**config.mk**
```make
export PLATFORM = sky130hd
export DESIGN_NAME = zclk_top
export DESIGN_NICKNAME = d
export VERILOG_FILES = /design/src/common/zclk_pkg.sv /design/src/hdl/clk_phase.sv /design/src/hdl/zclk_top.sv /design/src/zclock/io_wait_gen.sv /design/src/zclock/turbo_switch.sv /design/src/zclock/zclock.sv
export VERILOG_INCLUDE_DIRS = /design/src /design/src/common
export SDC_FILE = /design/constraint.sdc
export NUM_CORES = 1
export LEC_CHECK = 0
export ABC_AREA = 1
export BUFFER_PORTS_ARGS = -buffer_cell sky130_fd_sc_hd__buf_2
export CAP_MARGIN = 20
export CORE_MARGIN = 4
export CORE_UTILIZATION = 44
export CTS_CLUSTER_DIAMETER = 120
export DETAILED_ROUTE_END_ITERATION = 12
export GPL_TIMING_DRIVEN = 0
export PLACE_DENSITY_LB_ADDON = 0.25
export SYNTH_ARGS = -nofsm -noshare
export SYNTH_HDL_FRONTEND = slang
export SYNTH_SLANG_ARGS = --single-unit
```
**constraint.sdc**
```tcl
create_clock -name fclk -period 2.3 [get_ports fclk]
set_clock_uncertainty 0.15 [all_clocks]
set_input_delay 0.46 -clock fclk [delete_from_list [all_inputs] [get_ports fclk]]
set_output_delay 0.46 -clock fclk [all_outputs]
set_load 0.005 [all_outputs]
```
**src/common/zclk_settings.svh**
```systemverilog
// phase count and external I/O wait window macros for the Z80 clock subsystem
`ifndef ZCLK_SETTINGS_SVH
`define ZCLK_SETTINGS_SVH

// fclk cycles per bus cycle, one per strobe c0..c3
`define ZCLK_PHASES 4

// length of the 14 MHz external I/O wait window in fclk cycles
`define ZCLK_IOWAIT_LEN 8

// stall value per window count, bit 0 is the first count
// counts 0..4 and 6 hold the stall
// counts 5 and 7 let one 14 MHz edge through
`define ZCLK_IOWAIT_PAT 8'b0101_1111

`endif

```
**src/common/zclk_pkg.sv**
```systemverilog
// turbo mode type and bus phase index type for the Z80 clock subsystem
package zclk_pkg;

	// Z80 clock speed as seen on the turbo port
	// both 1x codes select 14 MHz
	typedef enum logic [1:0]
	{
		TURBO_35   = 2'b00,
		TURBO_70   = 2'b01,
		TURBO_140  = 2'b10,
		TURBO_140B = 2'b11
	} turbo_t;

	// index of the current bus phase
	// 0 is c0, 3 is c3
	typedef logic [1:0] phase_t;

endpackage

```
**src/hdl/clk_phase.sv**
```systemverilog
// four-phase bus sequencer producing the one-hot strobes c0 to c3
`timescale 1ns/1ps
`include "zclk_settings.svh"

module clk_phase
(
	input  logic fclk,
	input  logic rst_n,

	output logic c0,
	output logic c1,
	output logic c2,
	output logic c3
);

	import zclk_pkg::*;

	// current phase, restarts at c0 out of reset
	phase_t phase;

	// free running, wraps after the last phase
	always_ff @(posedge fclk or negedge rst_n)
	begin
		if (!rst_n)
			phase <= '0;
		else if (phase == phase_t'(`ZCLK_PHASES - 1))
			phase <= '0;
		else
			phase <= phase + phase_t'(1);
	end

	// one-hot decode
	// stands in for the arbiter and DRAM controller cycle timing
	assign c0 = (phase == 2'd0);
	assign c1 = (phase == 2'd1);
	assign c2 = (phase == 2'd2);
	assign c3 = (phase == 2'd3);

endmodule

```
**src/hdl/zclk_top.sv**
```systemverilog
// top level joining the phase sequencer, turbo switch, I/O wait generator and Z80 clock
`timescale 1ns/1ps

module zclk_top
(
	input  logic            fclk,
	input  logic            rst_n,

	input  logic            rfsh_n,
	input  logic            zclk_stall,

	// external I/O wait qualifiers
	input  logic            iorq_n,
	input  logic            m1_n,
	input  logic            external_port,

	// speed change handshake
	input  zclk_pkg::turbo_t turbo,
	input  logic            turbo_req,
	output logic            turbo_ack,

	output logic            zpos,
	output logic            zneg,
	output logic            zclk_out
);

	import zclk_pkg::*;

	logic   c0;
	logic   c2;
	logic   io_wait;
	// mode actually in use, switched at RFSH
	turbo_t int_turbo;

	// c1 and c3 have no user here
	clk_phase i_clk_phase
	(
		.fclk  (fclk),
		.rst_n (rst_n),
		.c0    (c0),
		.c1    (),
		.c2    (c2),
		.c3    ()
	);

	turbo_switch i_turbo_switch
	(
		.fclk      (fclk),
		.rst_n     (rst_n),
		.zpos      (zpos),
		.rfsh_n    (rfsh_n),
		.turbo     (turbo),
		.turbo_req (turbo_req),
		.turbo_ack (turbo_ack),
		.int_turbo (int_turbo)
	);

	io_wait_gen i_io_wait_gen
	(
		.fclk          (fclk),
		.rst_n         (rst_n),
		.zpos          (zpos),
		.iorq_n        (iorq_n),
		.m1_n          (m1_n),
		.external_port (external_port),
		.int_turbo     (int_turbo),
		.io_wait       (io_wait)
	);

	zclock i_zclock
	(
		.fclk       (fclk),
		.rst_n      (rst_n),
		.c0         (c0),
		.c2         (c2),
		.zclk_stall (zclk_stall),
		.io_wait    (io_wait),
		.int_turbo  (int_turbo),
		.zpos       (zpos),
		.zneg       (zneg),
		.zclk_out   (zclk_out)
	);

endmodule

```
**src/zclock/io_wait_gen.sv**
```systemverilog
// 14 MHz external I/O wait window counter and its fixed stall pattern
`timescale 1ns/1ps
`include "zclk_settings.svh"

module io_wait_gen
(
	input  logic            fclk,
	input  logic            rst_n,

	input  logic            zpos,
	input  logic            iorq_n,
	input  logic            m1_n,
	input  logic            external_port,

	input  zclk_pkg::turbo_t int_turbo,

	output logic            io_wait
);

	import zclk_pkg::*;

	// external non-M1 I/O cycle in progress
	logic       io;
	// io as sampled on the previous zpos
	logic       io_r;
	// bit 3 runs the window, bits 2..0 count through it
	logic [3:0] wait_cnt;
	logic [7:0] wait_pat;
	logic       turbo_14;
	logic       start;

	assign io       = ~iorq_n & m1_n & external_port;
	assign turbo_14 = (int_turbo == TURBO_140) || (int_turbo == TURBO_140B);
	assign wait_pat = `ZCLK_IOWAIT_PAT;

	// window starts on the first zpos that sees the I/O term
	assign start = io & ~io_r & zpos & turbo_14;

	always_ff @(posedge fclk or negedge rst_n)
	begin
		if (!rst_n)
			io_r <= 1'b0;
		else if (zpos)
			io_r <= io;
	end

	always_ff @(posedge fclk or negedge rst_n)
	begin
		if (!rst_n)
			wait_cnt <= 4'd0;
		else if (start)
			wait_cnt <= 4'b1000;
		else if (wait_cnt[3])
		begin
			// last count ends the window
			if (wait_cnt[2:0] == 3'(`ZCLK_IOWAIT_LEN - 1))
				wait_cnt <= 4'd0;
			else
				wait_cnt <= wait_cnt + 4'd1;
		end
	end

	// pattern lookup, one register stage behind the counter
	always_ff @(posedge fclk or negedge rst_n)
	begin
		if (!rst_n)
			io_wait <= 1'b0;
		else
			io_wait <= wait_cnt[3] & wait_pat[wait_cnt[2:0]];
	end

endmodule

```
**src/zclock/turbo_switch.sv**
```systemverilog
// turbo mode req/ack port that switches the internal mode at the RFSH falling edge
`timescale 1ns/1ps

module turbo_switch
(
	input  logic            fclk,
	input  logic            rst_n,

	input  logic            zpos,
	input  logic            rfsh_n,

	input  zclk_pkg::turbo_t turbo,
	input  logic            turbo_req,
	output logic            turbo_ack,

	output zclk_pkg::turbo_t int_turbo
);

	import zclk_pkg::*;

	// rfsh_n as seen on the previous zpos
	logic old_rfsh_n;
	// request seen, waiting for the refresh edge
	logic pending;
	// mode was loaded in the previous cycle
	logic sw_done;
	// mode load happens this cycle
	logic switch_now;

	// falling edge of RFSH only counts on a zpos, and only with a pending request
	assign switch_now = pending & zpos & old_rfsh_n & ~rfsh_n;

	always_ff @(posedge fclk or negedge rst_n)
	begin
		if (!rst_n)
			old_rfsh_n <= 1'b1;
		else if (zpos)
			old_rfsh_n <= rfsh_n;
	end

	// pending is not re-armed while the current handshake is still closing
	always_ff @(posedge fclk or negedge rst_n)
	begin
		if (!rst_n)
		begin
			pending <= 1'b0;
			sw_done <= 1'b0;
		end
		else
		begin
			sw_done <= switch_now;
			if (switch_now)
				pending <= 1'b0;
			else if (turbo_req && !turbo_ack && !sw_done)
				pending <= 1'b1;
		end
	end

	// turbo is stable while turbo_req is high
	always_ff @(posedge fclk or negedge rst_n)
	begin
		if (!rst_n)
			int_turbo <= TURBO_35;
		else if (switch_now)
			int_turbo <= turbo;
	end

	// ack rises one cycle after the load and falls one cycle after req drops
	always_ff @(posedge fclk or negedge rst_n)
	begin
		if (!rst_n)
			turbo_ack <= 1'b0;
		else if (sw_done)
			turbo_ack <= 1'b1;
		else if (!turbo_req)
			turbo_ack <= 1'b0;
	end

endmodule

```
**src/zclock/zclock.sv**
```systemverilog
// Z80 clock generator with per-speed edge sources, stall gating, zpos, zneg and zclk_out
`timescale 1ns/1ps

module zclock
(
	input  logic            fclk,
	input  logic            rst_n,

	// bus phase strobes
	input  logic            c0,
	input  logic            c2,

	// memory stall from outside and the I/O wait pattern
	input  logic            zclk_stall,
	input  logic            io_wait,

	input  zclk_pkg::turbo_t int_turbo,

	output logic            zpos,
	output logic            zneg,
	// Z80 clock, inverted outside the FPGA
	output logic            zclk_out
);

	import zclk_pkg::*;

	// every other c2 for the 3.5 MHz edges
	logic half_c2;
	// free toggle for 14 MHz, frozen by the stall
	logic clk14_src;
	logic stall;

	logic pre_zpos_35;
	logic pre_zneg_35;
	logic pre_zpos_70;
	logic pre_zneg_70;
	logic pre_zpos_140;
	logic pre_zneg_140;

	// selected edge sources
	logic pre_zpos;
	logic pre_zneg;

	assign stall = zclk_stall | io_wait;

	// 14 MHz, one edge per fclk cycle unless stalled
	always_ff @(posedge fclk or negedge rst_n)
	begin
		if (!rst_n)
			clk14_src <= 1'b0;
		else if (!stall)
			clk14_src <= ~clk14_src;
	end

	assign pre_zpos_140 = clk14_src;
	assign pre_zneg_140 = ~clk14_src;

	// halve c2
	always_ff @(posedge fclk or negedge rst_n)
	begin
		if (!rst_n)
			half_c2 <= 1'b0;
		else if (c2)
			half_c2 <= ~half_c2;
	end

	// 3.5 MHz alternates zpos and zneg on c2
	assign pre_zpos_35 = c2 & ~half_c2;
	assign pre_zneg_35 = c2 & half_c2;

	// 7 MHz, zpos on c2 and zneg on c0
	assign pre_zpos_70 = c2;
	assign pre_zneg_70 = c0;

	always_comb
	begin
		case (int_turbo)
			TURBO_35:
			begin
				pre_zpos = pre_zpos_35;
				pre_zneg = pre_zneg_35;
			end
			TURBO_70:
			begin
				pre_zpos = pre_zpos_70;
				pre_zneg = pre_zneg_70;
			end
			// both 14 MHz codes
			default:
			begin
				pre_zpos = pre_zpos_140;
				pre_zneg = pre_zneg_140;
			end
		endcase
	end

	// strobes only against the opposite clock level, so edges always alternate
	always_ff @(posedge fclk or negedge rst_n)
	begin
		if (!rst_n)
		begin
			zpos <= 1'b0;
			zneg <= 1'b0;
		end
		else
		begin
			zpos <= ~stall & pre_zpos & zclk_out;
			zneg <= ~stall & pre_zneg & ~zclk_out;
		end
	end

	// half an fclk cycle of lead on the Z80 clock edges
	always_ff @(negedge fclk or negedge rst_n)
	begin
		if (!rst_n)
			zclk_out <= 1'b0;
		else if (zpos)
			zclk_out <= 1'b0;
		else if (zneg)
			zclk_out <= 1'b1;
	end

endmodule
```
==> run_results.csv, run 1 <==
group,metric,value,unit
outcome,run_status,"complete, but fails checks",
outcome,violated_checks,"negative setup slack",
die,top_level_ports,14,
die,area_of_the_die,0.00277,sq mm
route,drt-total-wl,1380,um
synthesis,ys_ff_latch,19,
clock_tree,cts_root_buf,"sky130_fd_sc_hd__clkbuf_4",
power,leakage,0.589,nW
cells_and_area,largest_register_ffs,4,
clock_tree,cts_resized,0,
die,floorplan.initialDensity,0.486,
cells_and_area,finish.net_count,135,
synthesis,synthCells,99,
critical_path,crit_start,"i_zclock.zclk_out$_DFFE_NN0P_",
die,design.core.area,0.00180,sq mm
critical_path,critical_path_class,"flip-flop to output port",
cells_and_area,share_of_layout_cells_above_drive_strength_1,0.202,
critical_path,crit_path_depth,1,
critical_path,endpoint,"zclk_out",
timing,worst_relative_slew_slack,0.726,
global_route,antenna_violations_before_repair,0,
placed_design,place.detailed.hpwl,1090,um
critical_path,reg2reg_slack,0.10,ns
global_route,globalRouteTotalUtil,0.127,
critical_path,reg2reg_to,"i_zclock.zneg$_DFF_PN0_",
synthesis,number_of_flops_mapped_to_enable_cells_by_yosys,0,
synthesis,synth_top_cell_area_share,0.486,
critical_path,worst_path_cell_trace,"buf_2",
timing,setup-violations-final,1,
die,floorplan.die.height,52.6,um
timing,final-max-slew-violation-count,0,
clock_tree,cts_tree,"yes",
critical_path,path_delay_family,"flip-flops",
synthesis,async_reset_ff_frac,1.00,
placed_design,globalplace.congestion,0.732,
clock_tree,cts-htree-levels,1,
worst_hold_path,hold_path.class,"input port to flip-flop",
timing,hold_slack,0.202,ns
clock_tree,path_clk_slew,0.11,ns
cells_and_area,largest-register,"i_io_wait_gen.wait_cnt",
route,drc,0,
route,drt-pass1-iter-count,3,
synthesis,avg_synthesized_cell_area,8.85,sq um
placed_design,portBuffers,13,
cells_and_area,utilization,0.569,
global_route,global_route_wire_length_before_repair,2550,um
critical_path,reg2reg_from,"i_zclock.zclk_out$_DFFE_NN0P_",
cells_and_area,fillcell_total,190,
route,vias_per_cell,4.56,
flow_run,timing.max_cap.violations,0,
timing,totalNegativeSetupSlack,-0.281,ns
critical_path,worst_ep_arrival_time,1.97,ns
critical_path,reg2reg_depth,5,
cells_and_area,largest_registers,"i_io_wait_gen.wait_cnt: 4 flops, i_clk_phase.phase: 2 flops, i_turbo_switch.int_turbo: 2 flops",
synthesis,ys_seq_area_frac,0.544,
synthesis,synth.top_cells.by_area,"sky130_fd_sc_hd__dfrtp_1 49%, sky130_fd_sc_hd__nand2_1 9.4%, sky130_fd_sc_hd__inv_1 8.1%",
critical_path,timing.critical_path.fanout_max,2,
clock_tree,clk_buf_depth,2,
critical_path,worst_path_largest_cell_delay,0.42,ns
critical_path,cp_num_buf_inv,1,
critical_path,worst_setup_sp_type,"flip-flop",
route,num_vias,656,
synthesis,synth.top_cells.by_count,"22 x sky130_fd_sc_hd__nand2_1, 19 x sky130_fd_sc_hd__inv_1, 17 x sky130_fd_sc_hd__dfrtp_1",
route,dr.first_iter.drc_count,6,
synthesis,synth-main-ff-cell,"sky130_fd_sc_hd__dfrtp_1",
synthesis,synthMostInstantiatedCell,"sky130_fd_sc_hd__nand2_1",
clock_tree,cts_made_buffers,3,
cells_and_area,areaGrowthSynthToFinish,17.0,%
power,p_per_area,927,mW/mm^2
clock_tree,clock_latency,0.29,ns
synthesis,ys_types,16,
critical_path,critPathSlowestCell,"sky130_fd_sc_hd__dfrtn_1",
cells_and_area,antenna_cells,0,
synthesis,syn-cell-area,876,sq um
die,dieWidth,52.6,um
timing,worst-slew-pin-transition,0.411,ns
route,drt.antenna.violating_nets,0,
critical_path,critical_path.endpoint_type,"output port",
route,routed_wire_length_per_instance,9.57,um
critical_path,crit_required,1.69,ns
global_route,grt_overflow,0,
synthesis,yosys_warnings,0,
die,fp-row-count,15,
timing,unrepaired_setup_endpoints_after_global_routing,"yes",
timing,hold_viol_final,0,
timing,final.setup.worst_slack,-0.281,ns
synthesis,syn-num-nets,114,
power,ir_drop,0.470,mV
global_route,via_count_of_the_first_global_routing_pass,657,
global_route,largest_net_degree_at_the_start_of_global_routing,20,
synthesis,synth_top_area_cell,"sky130_fd_sc_hd__dfrtp_1",
clock_tree,cts.sink_count,19,
cell type report:
| class | instances | area (sq um) | share of cell area |
|---|---|---|---|
| clock buffer | 3 | 22.5 | 0.0220 |
| multi-input combinational | 61 | 328 | 0.320 |
| inverter | 19 | 71.3 | 0.0696 |
| clock inverter | 1 | 5.00 | 0.00488 |
| timing repair buffer | 16 | 90.1 | 0.0879 |
| tap | 25 | 31.3 | 0.0305 |
| sequential | 19 | 477 | 0.465 |
metal layers:
layer  vias to the layer above  track usage  share of wire
li1                        342            -              -
met1                       300        0.149           0.46
met2                        10        0.215           0.49
met3                         4       0.0256          0.035
met4                         0       0.0638          0.020
met5                         -            0              0
worst register-to-register path: cells and delay by family, from the launching register on:
kind | cells | cell delay, ns
AO/OA/AOI/OAI | 1 | 0.12
buffers and inverters | 3 | 0.30
flip-flops | 1 | 0.35
AND/OR/NAND/NOR | 1 | 0.06
cells by family (layout without fill, tap and decap cells):
logic type	Yosys count	count (layout)	share of synthesized area
flip-flops	19	19	0.544
buffers and inverters	19	39	0.0814
AND/OR/NAND/NOR	45	45	0.230
adder cells (fa/ha/maj)	5	5	0.0714
AO/OA/AOI/OAI	9	9	0.0529
XOR/XNOR	2	2	0.0200
cell usage in the layout, fill, tap and decap left out:
master and count:
sky130_fd_sc_hd__a21oi_1 8, sky130_fd_sc_hd__buf_2 13, sky130_fd_sc_hd__buf_4 2, sky130_fd_sc_hd__clkbuf_4 3
sky130_fd_sc_hd__clkinv_2 1, sky130_fd_sc_hd__dfrtn_1 1, sky130_fd_sc_hd__dfrtp_1 17, sky130_fd_sc_hd__dfstp_2 1
sky130_fd_sc_hd__dlygate4sd3_1 1, sky130_fd_sc_hd__ha_1 5, sky130_fd_sc_hd__inv_1 19, sky130_fd_sc_hd__nand2_1 22
sky130_fd_sc_hd__nand3_1 3, sky130_fd_sc_hd__nand3_2 2, sky130_fd_sc_hd__nand3b_1 1, sky130_fd_sc_hd__nand4_1 1
sky130_fd_sc_hd__nor2_1 14, sky130_fd_sc_hd__nor2_2 1, sky130_fd_sc_hd__nor2_4 1, sky130_fd_sc_hd__o22ai_1 1
sky130_fd_sc_hd__xor2_1 2
how the worst min path moves through the flow:
stage	startpoint	to	slack, ns	depth (start not counted)
after global placement	rst_n	i_turbo_switch.turbo_ack$_DFFE_PN0P_	0.26	1
after global routing	rfsh_n	i_turbo_switch.sw_done$_DFF_PN0_	0.20	2
after CTS	rfsh_n	i_turbo_switch.sw_done$_DFF_PN0_	0.20	2
after detailed placement	rst_n	i_turbo_switch.turbo_ack$_DFFE_PN0P_	0.27	1
final	rfsh_n	i_turbo_switch.sw_done$_DFF_PN0_	0.20	2
after floorplan	rst_n	i_clk_phase.phase[0]$_DFF_PN0_	0.01	0
report_power, final:
group	internal (mW)	leakage, nW	total [mW]	switching [mW]
Combinational	0.125	0.331	0.262	0.137
Sequential	0.437	0.241	0.522	0.0851
Clock	0.0647	0.0177	0.165	0.101
through the flow:
step                      area [sq um]  instances  worst slack, ns  power [mW]
after floorplan                    876         99            0.114       0.687
after global placement             972        137          -0.0138       0.758
after detailed placement           972        137          -0.0249       0.769
after CTS                         1020        143           -0.296       0.949
after global routing              1020        144           -0.327        1.04
final                             1020        144           -0.281       0.950
repair_timing:
item / 4_1_cts / 5_1_grt
hold buffers: 1 / 0
cloned: 0 / 0
pin swaps: 0 / 0
setup endpoints to repair: 1 / 1
hold endpoints to repair: 17 / 0
setup buffers: 1 / 1
Power figures use the tool's default switching activity.
==> inputs of run 2 (changes only) <==
- RECOVER_POWER: default -> 50
==> run_results.csv, run 2 (synthesized netlist as in run 1, its figures left out) <==
group,metric,value,unit
outcome,run_status,"complete, but fails checks",
outcome,violated_checks,"negative setup slack",
critical_path,critPathSlowestCell,"sky130_fd_sc_hd__dfrtn_1",
clock_tree,cts_root_buf,"sky130_fd_sc_hd__clkbuf_4",
route,drt-pass1-iter-count,3,
critical_path,reg2reg_slack,0.10,ns
cells_and_area,finish.net_count,135,
route,routedLengthMet1,635,um
global_route,via_count_of_the_first_global_routing_pass,657,
timing,unrepaired_setup_endpoints_after_global_routing,"yes",
placed_design,portBuffers,13,
clock_tree,clock_latency,0.29,ns
cells_and_area,largest_register_ffs,4,
placed_design,place.detailed.hpwl,1090,um
die,top_level_ports,14,
cells_and_area,area_of_the_multi_input_gates,323,sq um
cells_and_area,share_of_layout_cells_above_drive_strength_1,0.193,
worst_hold_path,timing.hold.worst_path_depth,2,
clock_tree,cts-htree-levels,1,
die,design.core.area,0.00180,sq mm
critical_path,crit_required,1.69,ns
cells_and_area,antenna_cells,0,
route,vias_per_cell,4.55,
global_route,global_route_wire_length_before_repair,2550,um
power,ir_drop,0.470,mV
clock_tree,cts_made_buffers,3,
timing,worst_relative_slew_slack,0.726,
die,floorplan.initialDensity,0.486,
global_route,grt_overflow,0,
critical_path,path_delay_family,"flip-flops",
worst_hold_path,min_to,"i_turbo_switch.sw_done$_DFF_PN0_",
critical_path,worst_path_cell_trace,"buf_2",
global_route,globalRouteTotalUtil,0.127,
worst_hold_path,min_from,"rfsh_n",
clock_tree,clk_buf_depth,2,
route,num_vias,655,
timing,totalNegativeSetupSlack,-0.281,ns
critical_path,timing.critical_path.fanout_max,2,
route,drc,0,
critical_path,cp_num_buf_inv,1,
placed_design,globalplace.congestion,0.732,
critical_path,critical_path_class,"flip-flop to output port",
timing,setup-violations-final,1,
timing,hold_viol_final,0,
critical_path,worst_path_largest_cell_delay,0.42,ns
placed_design,place_inst,137,
cells_and_area,count_of_placed_standard_cells_in_the_final_layout_fillers_left_out,144,
power,leakage,0.589,nW
cells_and_area,layout.cells.most_common_list,"22 x sky130_fd_sc_hd__nand2_1, 19 x sky130_fd_sc_hd__inv_1, 17 x sky130_fd_sc_hd__dfrtp_1",
die,area_of_the_die,0.00277,sq mm
critical_path,reg2reg_from,"i_zclock.zclk_out$_DFFE_NN0P_",
global_route,largest_net_degree_at_the_start_of_global_routing,20,
route,met3_wire_length,48,um
critical_path,reg2reg_depth,5,
clock_tree,cts_tree,"yes",
cells_and_area,largest_registers,"i_io_wait_gen.wait_cnt: 4 flops, i_clk_phase.phase: 2 flops, i_turbo_switch.int_turbo: 2 flops",
route,routed_wire_length_per_instance,9.60,um
die,fp-row-count,15,
cells_and_area,areaGrowthSynthToFinish,16.4,%
critical_path,worst_setup_sp_type,"flip-flop",
critical_path,crit_start,"i_zclock.zclk_out$_DFFE_NN0P_",
power,p_per_area,929,mW/mm^2
route,drt-total-wl,1380,um
route,drt.antenna.violating_nets,0,
critical_path,worst_ep_arrival_time,1.97,ns
cells_and_area,fillcell_total,191,
die,floorplan.die.height,52.6,um
placed_design,placement_setup_slack,-0.0249,ns
die,dieWidth,52.6,um
global_route,antenna_violations_before_repair,0,
cells_and_area,most_common_cell_after_layout_fill_and_taps_aside,"sky130_fd_sc_hd__nand2_1",
route,route.top_layer_used,"met4",
worst_hold_path,hold_path.class,"input port to flip-flop",
timing,worst-slew-pin-transition,0.412,ns
cells_and_area,seq_area,477,sq um
clock_tree,cts.sink_count,19,
route,dr.first_iter.drc_count,4,
cells_and_area,largest-register,"i_io_wait_gen.wait_cnt",
critical_path,reg2reg_to,"i_zclock.zneg$_DFF_PN0_",
route,dr_wl_met2,672,um
flow_run,timing.max_cap.violations,0,
clock_tree,path_clk_slew,0.11,ns
timing,final.setup.worst_slack,-0.281,ns
critical_path,critical_path.endpoint_type,"output port",
timing,final-max-slew-violation-count,0,
-- run 2: final cells by class --
type	instances	area share
clock buffers	3	0.0221
clock inverters	1	0.00491
inverters	19	0.0699
multi-input cells	61	0.317
flip-flops and latches	19	0.467
well taps	25	0.0307
repair buffers	16	0.0883
-- run 2: worst reg2reg max path, stage by stage (launching register included) --
cell                      delay (ns)
sky130_fd_sc_hd__dfrtn_1        0.35
sky130_fd_sc_hd__buf_4          0.13
sky130_fd_sc_hd__buf_4          0.13
sky130_fd_sc_hd__inv_1          0.04
sky130_fd_sc_hd__nand3_1        0.06
sky130_fd_sc_hd__a21oi_1        0.12
-- run 2: power by group --
group / switching, mW / internal (mW)
Clock: 0.101 / 0.0647
Combinational: 0.137 / 0.124
Sequential: 0.0830 / 0.437
Total: 0.321 / 0.626
-- run 2: through the flow --
stage	power, mW	util	hold WS (ns)	instance area [sq um]
after floorplan	0.687	-	0.0144	876
after global placement	0.758	0.540	0.264	972
after detailed placement	0.769	0.540	0.271	972
after CTS	0.949	0.565	0.197	1020
after global routing	1.04	0.566	0.202	1020
final	0.947	0.566	0.203	1020
-- run 2: repair_timing --
item / CTS / global route
pin swaps: 0 / 0
setup endpoints to repair: 1 / 1
gates resized for setup: 0 / 0
setup buffers: 1 / 1
endpoints found under the hold margin: 17 / 0
hold buffers: 1 / 0
-- run 2: worst max path at each step --
| stage | cells past startpoint | slack (ns) | endpoint |
|---|---|---|---|
| finish | 1 | -0.28 | zclk_out |
| global route | 1 | -0.33 | zclk_out |
| CTS | 1 | -0.30 | zclk_out |
| detailed placement | 1 | -0.02 | zclk_out |
| global placement | 1 | -0.01 | zclk_out |
| floorplan | 0 | 0.11 | zclk_out |
-- run 2: metal layers --
metal  global-route usage  vias up
li1                     -      342
met3               0.0256        4
met5                    0        -
met1                0.149      299
met2                0.215       10
met4               0.0638        0
==> inputs of run 3 (changes only) <==
- PLACE_DENSITY: default -> 0.64
- PLACE_DENSITY_LB_ADDON: 0.25 -> default
==> run_results.csv, run 3 (synthesized netlist as in run 1, its figures left out) <==
group,metric,value,unit
route,drt.antenna.violating_nets,0,
critical_path,path_delay_family,"flip-flops",
outcome,run_status,"complete, but fails checks",
power,power_frac_comb,0.265,
power,leakage,0.584,nW
route,drt-total-wl,1370,um
clock_tree,clk_buf_depth,2,
cells_and_area,layout.cells.most_common_list,"22 x sky130_fd_sc_hd__nand2_1, 19 x sky130_fd_sc_hd__inv_1, 17 x sky130_fd_sc_hd__dfrtp_1",
critical_path,critical_path.endpoint_type,"output port",
power,sw_frac_of_total,0.342,
critical_path,worst_ep_arrival_time,1.97,ns
timing,setup-violations-final,1,
critical_path,reg2reg_to,"i_zclock.zneg$_DFF_PN0_",
power,net-switching-power,0.319,mW
timing,unrepaired_setup_endpoints_after_global_routing,"yes",
clock_tree,cts.sink_count,19,
critical_path,crit_start,"i_zclock.zclk_out$_DFFE_NN0P_",
global_route,largest_net_degree_at_the_start_of_global_routing,20,
die,floorplan.die.height,52.6,um
route,routed_wire_length_per_instance,9.56,um
global_route,via_count_of_the_first_global_routing_pass,602,
die,top_level_ports,14,
worst_hold_path,min_from,"turbo[1]",
critical_path,reg2reg_from,"i_zclock.zclk_out$_DFFE_NN0P_",
timing,hold_slack,0.208,ns
critical_path,timing.critical_path.fanout_max,2,
global_route,antenna_violations_before_repair,0,
die,fp-row-count,15,
clock_tree,cts_made_buffers,3,
clock_tree,cts_root_buf,"sky130_fd_sc_hd__clkbuf_4",
outcome,violated_checks,"negative setup slack",
timing,hold_viol_final,0,
placed_design,postPlaceCellArea,972,sq um
placed_design,portBuffers,13,
route,num_vias,637,
die,dieWidth,52.6,um
clock_tree,path_clk_slew,0.11,ns
critical_path,worst_path_largest_cell_delay,0.42,ns
cells_and_area,most_common_cell_after_layout_fill_and_taps_aside,"sky130_fd_sc_hd__nand2_1",
route,dr.first_iter.drc_count,7,
power,p_per_area,923,mW/mm^2
timing,worst_relative_slew_slack,0.725,
cells_and_area,share_of_layout_cells_above_drive_strength_1,0.178,
timing,worst-slew-pin-transition,0.413,ns
route,drc,0,
die,floorplan.initialDensity,0.486,
power,p_seq_frac,0.561,
power,ir_drop,0.638,mV
cells_and_area,fillcell_total,186,
power,p_int,0.613,mW
cells_and_area,largest_register_ffs,4,
critical_path,critical_path_class,"flip-flop to output port",
cells_and_area,largest_registers,"i_io_wait_gen.wait_cnt: 4 flops, i_clk_phase.phase: 2 flops, i_turbo_switch.int_turbo: 2 flops",
placed_design,place.detailed.hpwl,1010,um
critical_path,worst_setup_sp_type,"flip-flop",
critical_path,cp_num_buf_inv,1,
clock_tree,clock_latency,0.29,ns
die,area_of_the_die,0.00277,sq mm
worst_hold_path,min_to,"i_turbo_switch.int_turbo[1]$_DFFE_PN0P_",
global_route,globalRouteTotalUtil,0.130,
placed_design,globalplace.congestion,0.739,
cells_and_area,finish.net_count,134,
cells_and_area,largest-register,"i_io_wait_gen.wait_cnt",
route,drt-pass1-iter-count,2,
power,total_power,0.932,mW
clock_tree,cts_tree,"yes",
timing,final-max-slew-violation-count,0,
cells_and_area,areaGrowthSynthToFinish,15.3,%
cells_and_area,finish.instance_area,0.00101,sq mm
worst_hold_path,timing.hold.worst_path_depth,3,
critical_path,reg2reg_depth,4,
global_route,global_route_wire_length_before_repair,2580,um
critical_path,reg2reg_slack,0.20,ns
cells_and_area,antenna_cells,0,
flow_run,timing.max_cap.violations,0,
route,vias_per_cell,4.45,
power,power_frac_clock,0.174,
timing,final.setup.worst_slack,-0.277,ns
critical_path,critPathSlowestCell,"sky130_fd_sc_hd__dfrtn_1",
die,design.core.area,0.00180,sq mm
worst_hold_path,hold_path.class,"input port to flip-flop",
critical_path,worst_path_cell_trace,"buf_2",
global_route,grt_overflow,0,
critical_path,crit_required,1.69,ns
clock_tree,cts-htree-levels,1,
==> run 3: cell types whose count changed in the layout (fill, tap and decap cells not counted) <==
cell                      delta
sky130_fd_sc_hd__buf_4       -1
sky130_fd_sc_hd__dfstp_1     +1
sky130_fd_sc_hd__dfstp_2     -1
sky130_fd_sc_hd__nand3_1     -1
sky130_fd_sc_hd__nand3_2     +1
sky130_fd_sc_hd__nor2_1      +1
sky130_fd_sc_hd__nor2_4      -1
==> run 3: timing repair <==
action                                  in CTS  in global routing
setup buffers                                1                  0
pin swaps                                    0                  0
endpoints found under the hold margin       17                  0
endpoints found under the setup margin       1                  1
resized for setup                            0                  0
hold buffers                                 1                  0
==> run 3: worst max-delay path by stage <==
stage	slack (ns)	cells past startpoint	endpoint
after floorplan	0.11	0	zclk_out
after global routing	-0.31	1	zclk_out
after global placement	-0.006	1	zclk_out
after detailed placement	-0.01	1	zclk_out
final	-0.28	1	zclk_out
after CTS	-0.29	1	zclk_out
==> run 3: layout make-up <==
type | instances | area, sq um | area share
Inverter | 19 | 71.3 | 0.0706
Multi-Input combinational cell | 61 | 320 | 0.317
Tap cell | 25 | 31.3 | 0.0310
Timing Repair Buffer | 15 | 82.6 | 0.0818
Clock buffer | 3 | 22.5 | 0.0223
Sequential cell | 19 | 477 | 0.472
Clock inverter | 1 | 5.00 | 0.00496
==> run 3: through the flow <==
| step | setup WS [ns] | util | cells | setup TNS [ns] |
|---|---|---|---|---|
| after detailed placement | -0.0140 | 0.540 | 137 | -0.0140 |
| after global placement | -0.00622 | 0.540 | 137 | -0.00622 |
| after global routing | -0.312 | 0.560 | 143 | -0.312 |
| final | -0.277 | 0.560 | 143 | -0.277 |
| after CTS | -0.288 | 0.565 | 143 | -0.288 |
| after floorplan | 0.114 | - | 99 | 0 |
==> run 3: worst min-delay path: stages <==
cell                      delay, ns
sky130_fd_sc_hd__buf_2         0.08
sky130_fd_sc_hd__nand2_1       0.04
sky130_fd_sc_hd__nand2_1       0.05
==> run 3: power groups by stage <==
stage          Sequential [mW]  Clock (mW)  Combinational, mW
5_1_grt                  0.541       0.187              0.297
3_3_place_gp             0.533           0              0.230
6_report                 0.522       0.162              0.247
2_1_floorplan            0.518           0              0.170
4_1_cts                  0.525       0.173              0.254
3_5_place_dp             0.536           0              0.233
==> run 3: per-layer routing <==
layer / vias up / part of all wire / track usage / routed length, um
li1: 340 / - / - / -
met1: 284 / 0.50 / 0.165 / 682
met2: 11 / 0.44 / 0.209 / 608
met3: 2 / 0.045 / 0.0513 / 62
met4: 0 / 0.010 / 0.0255 / 14
met5: - / 0 / 0 / 0
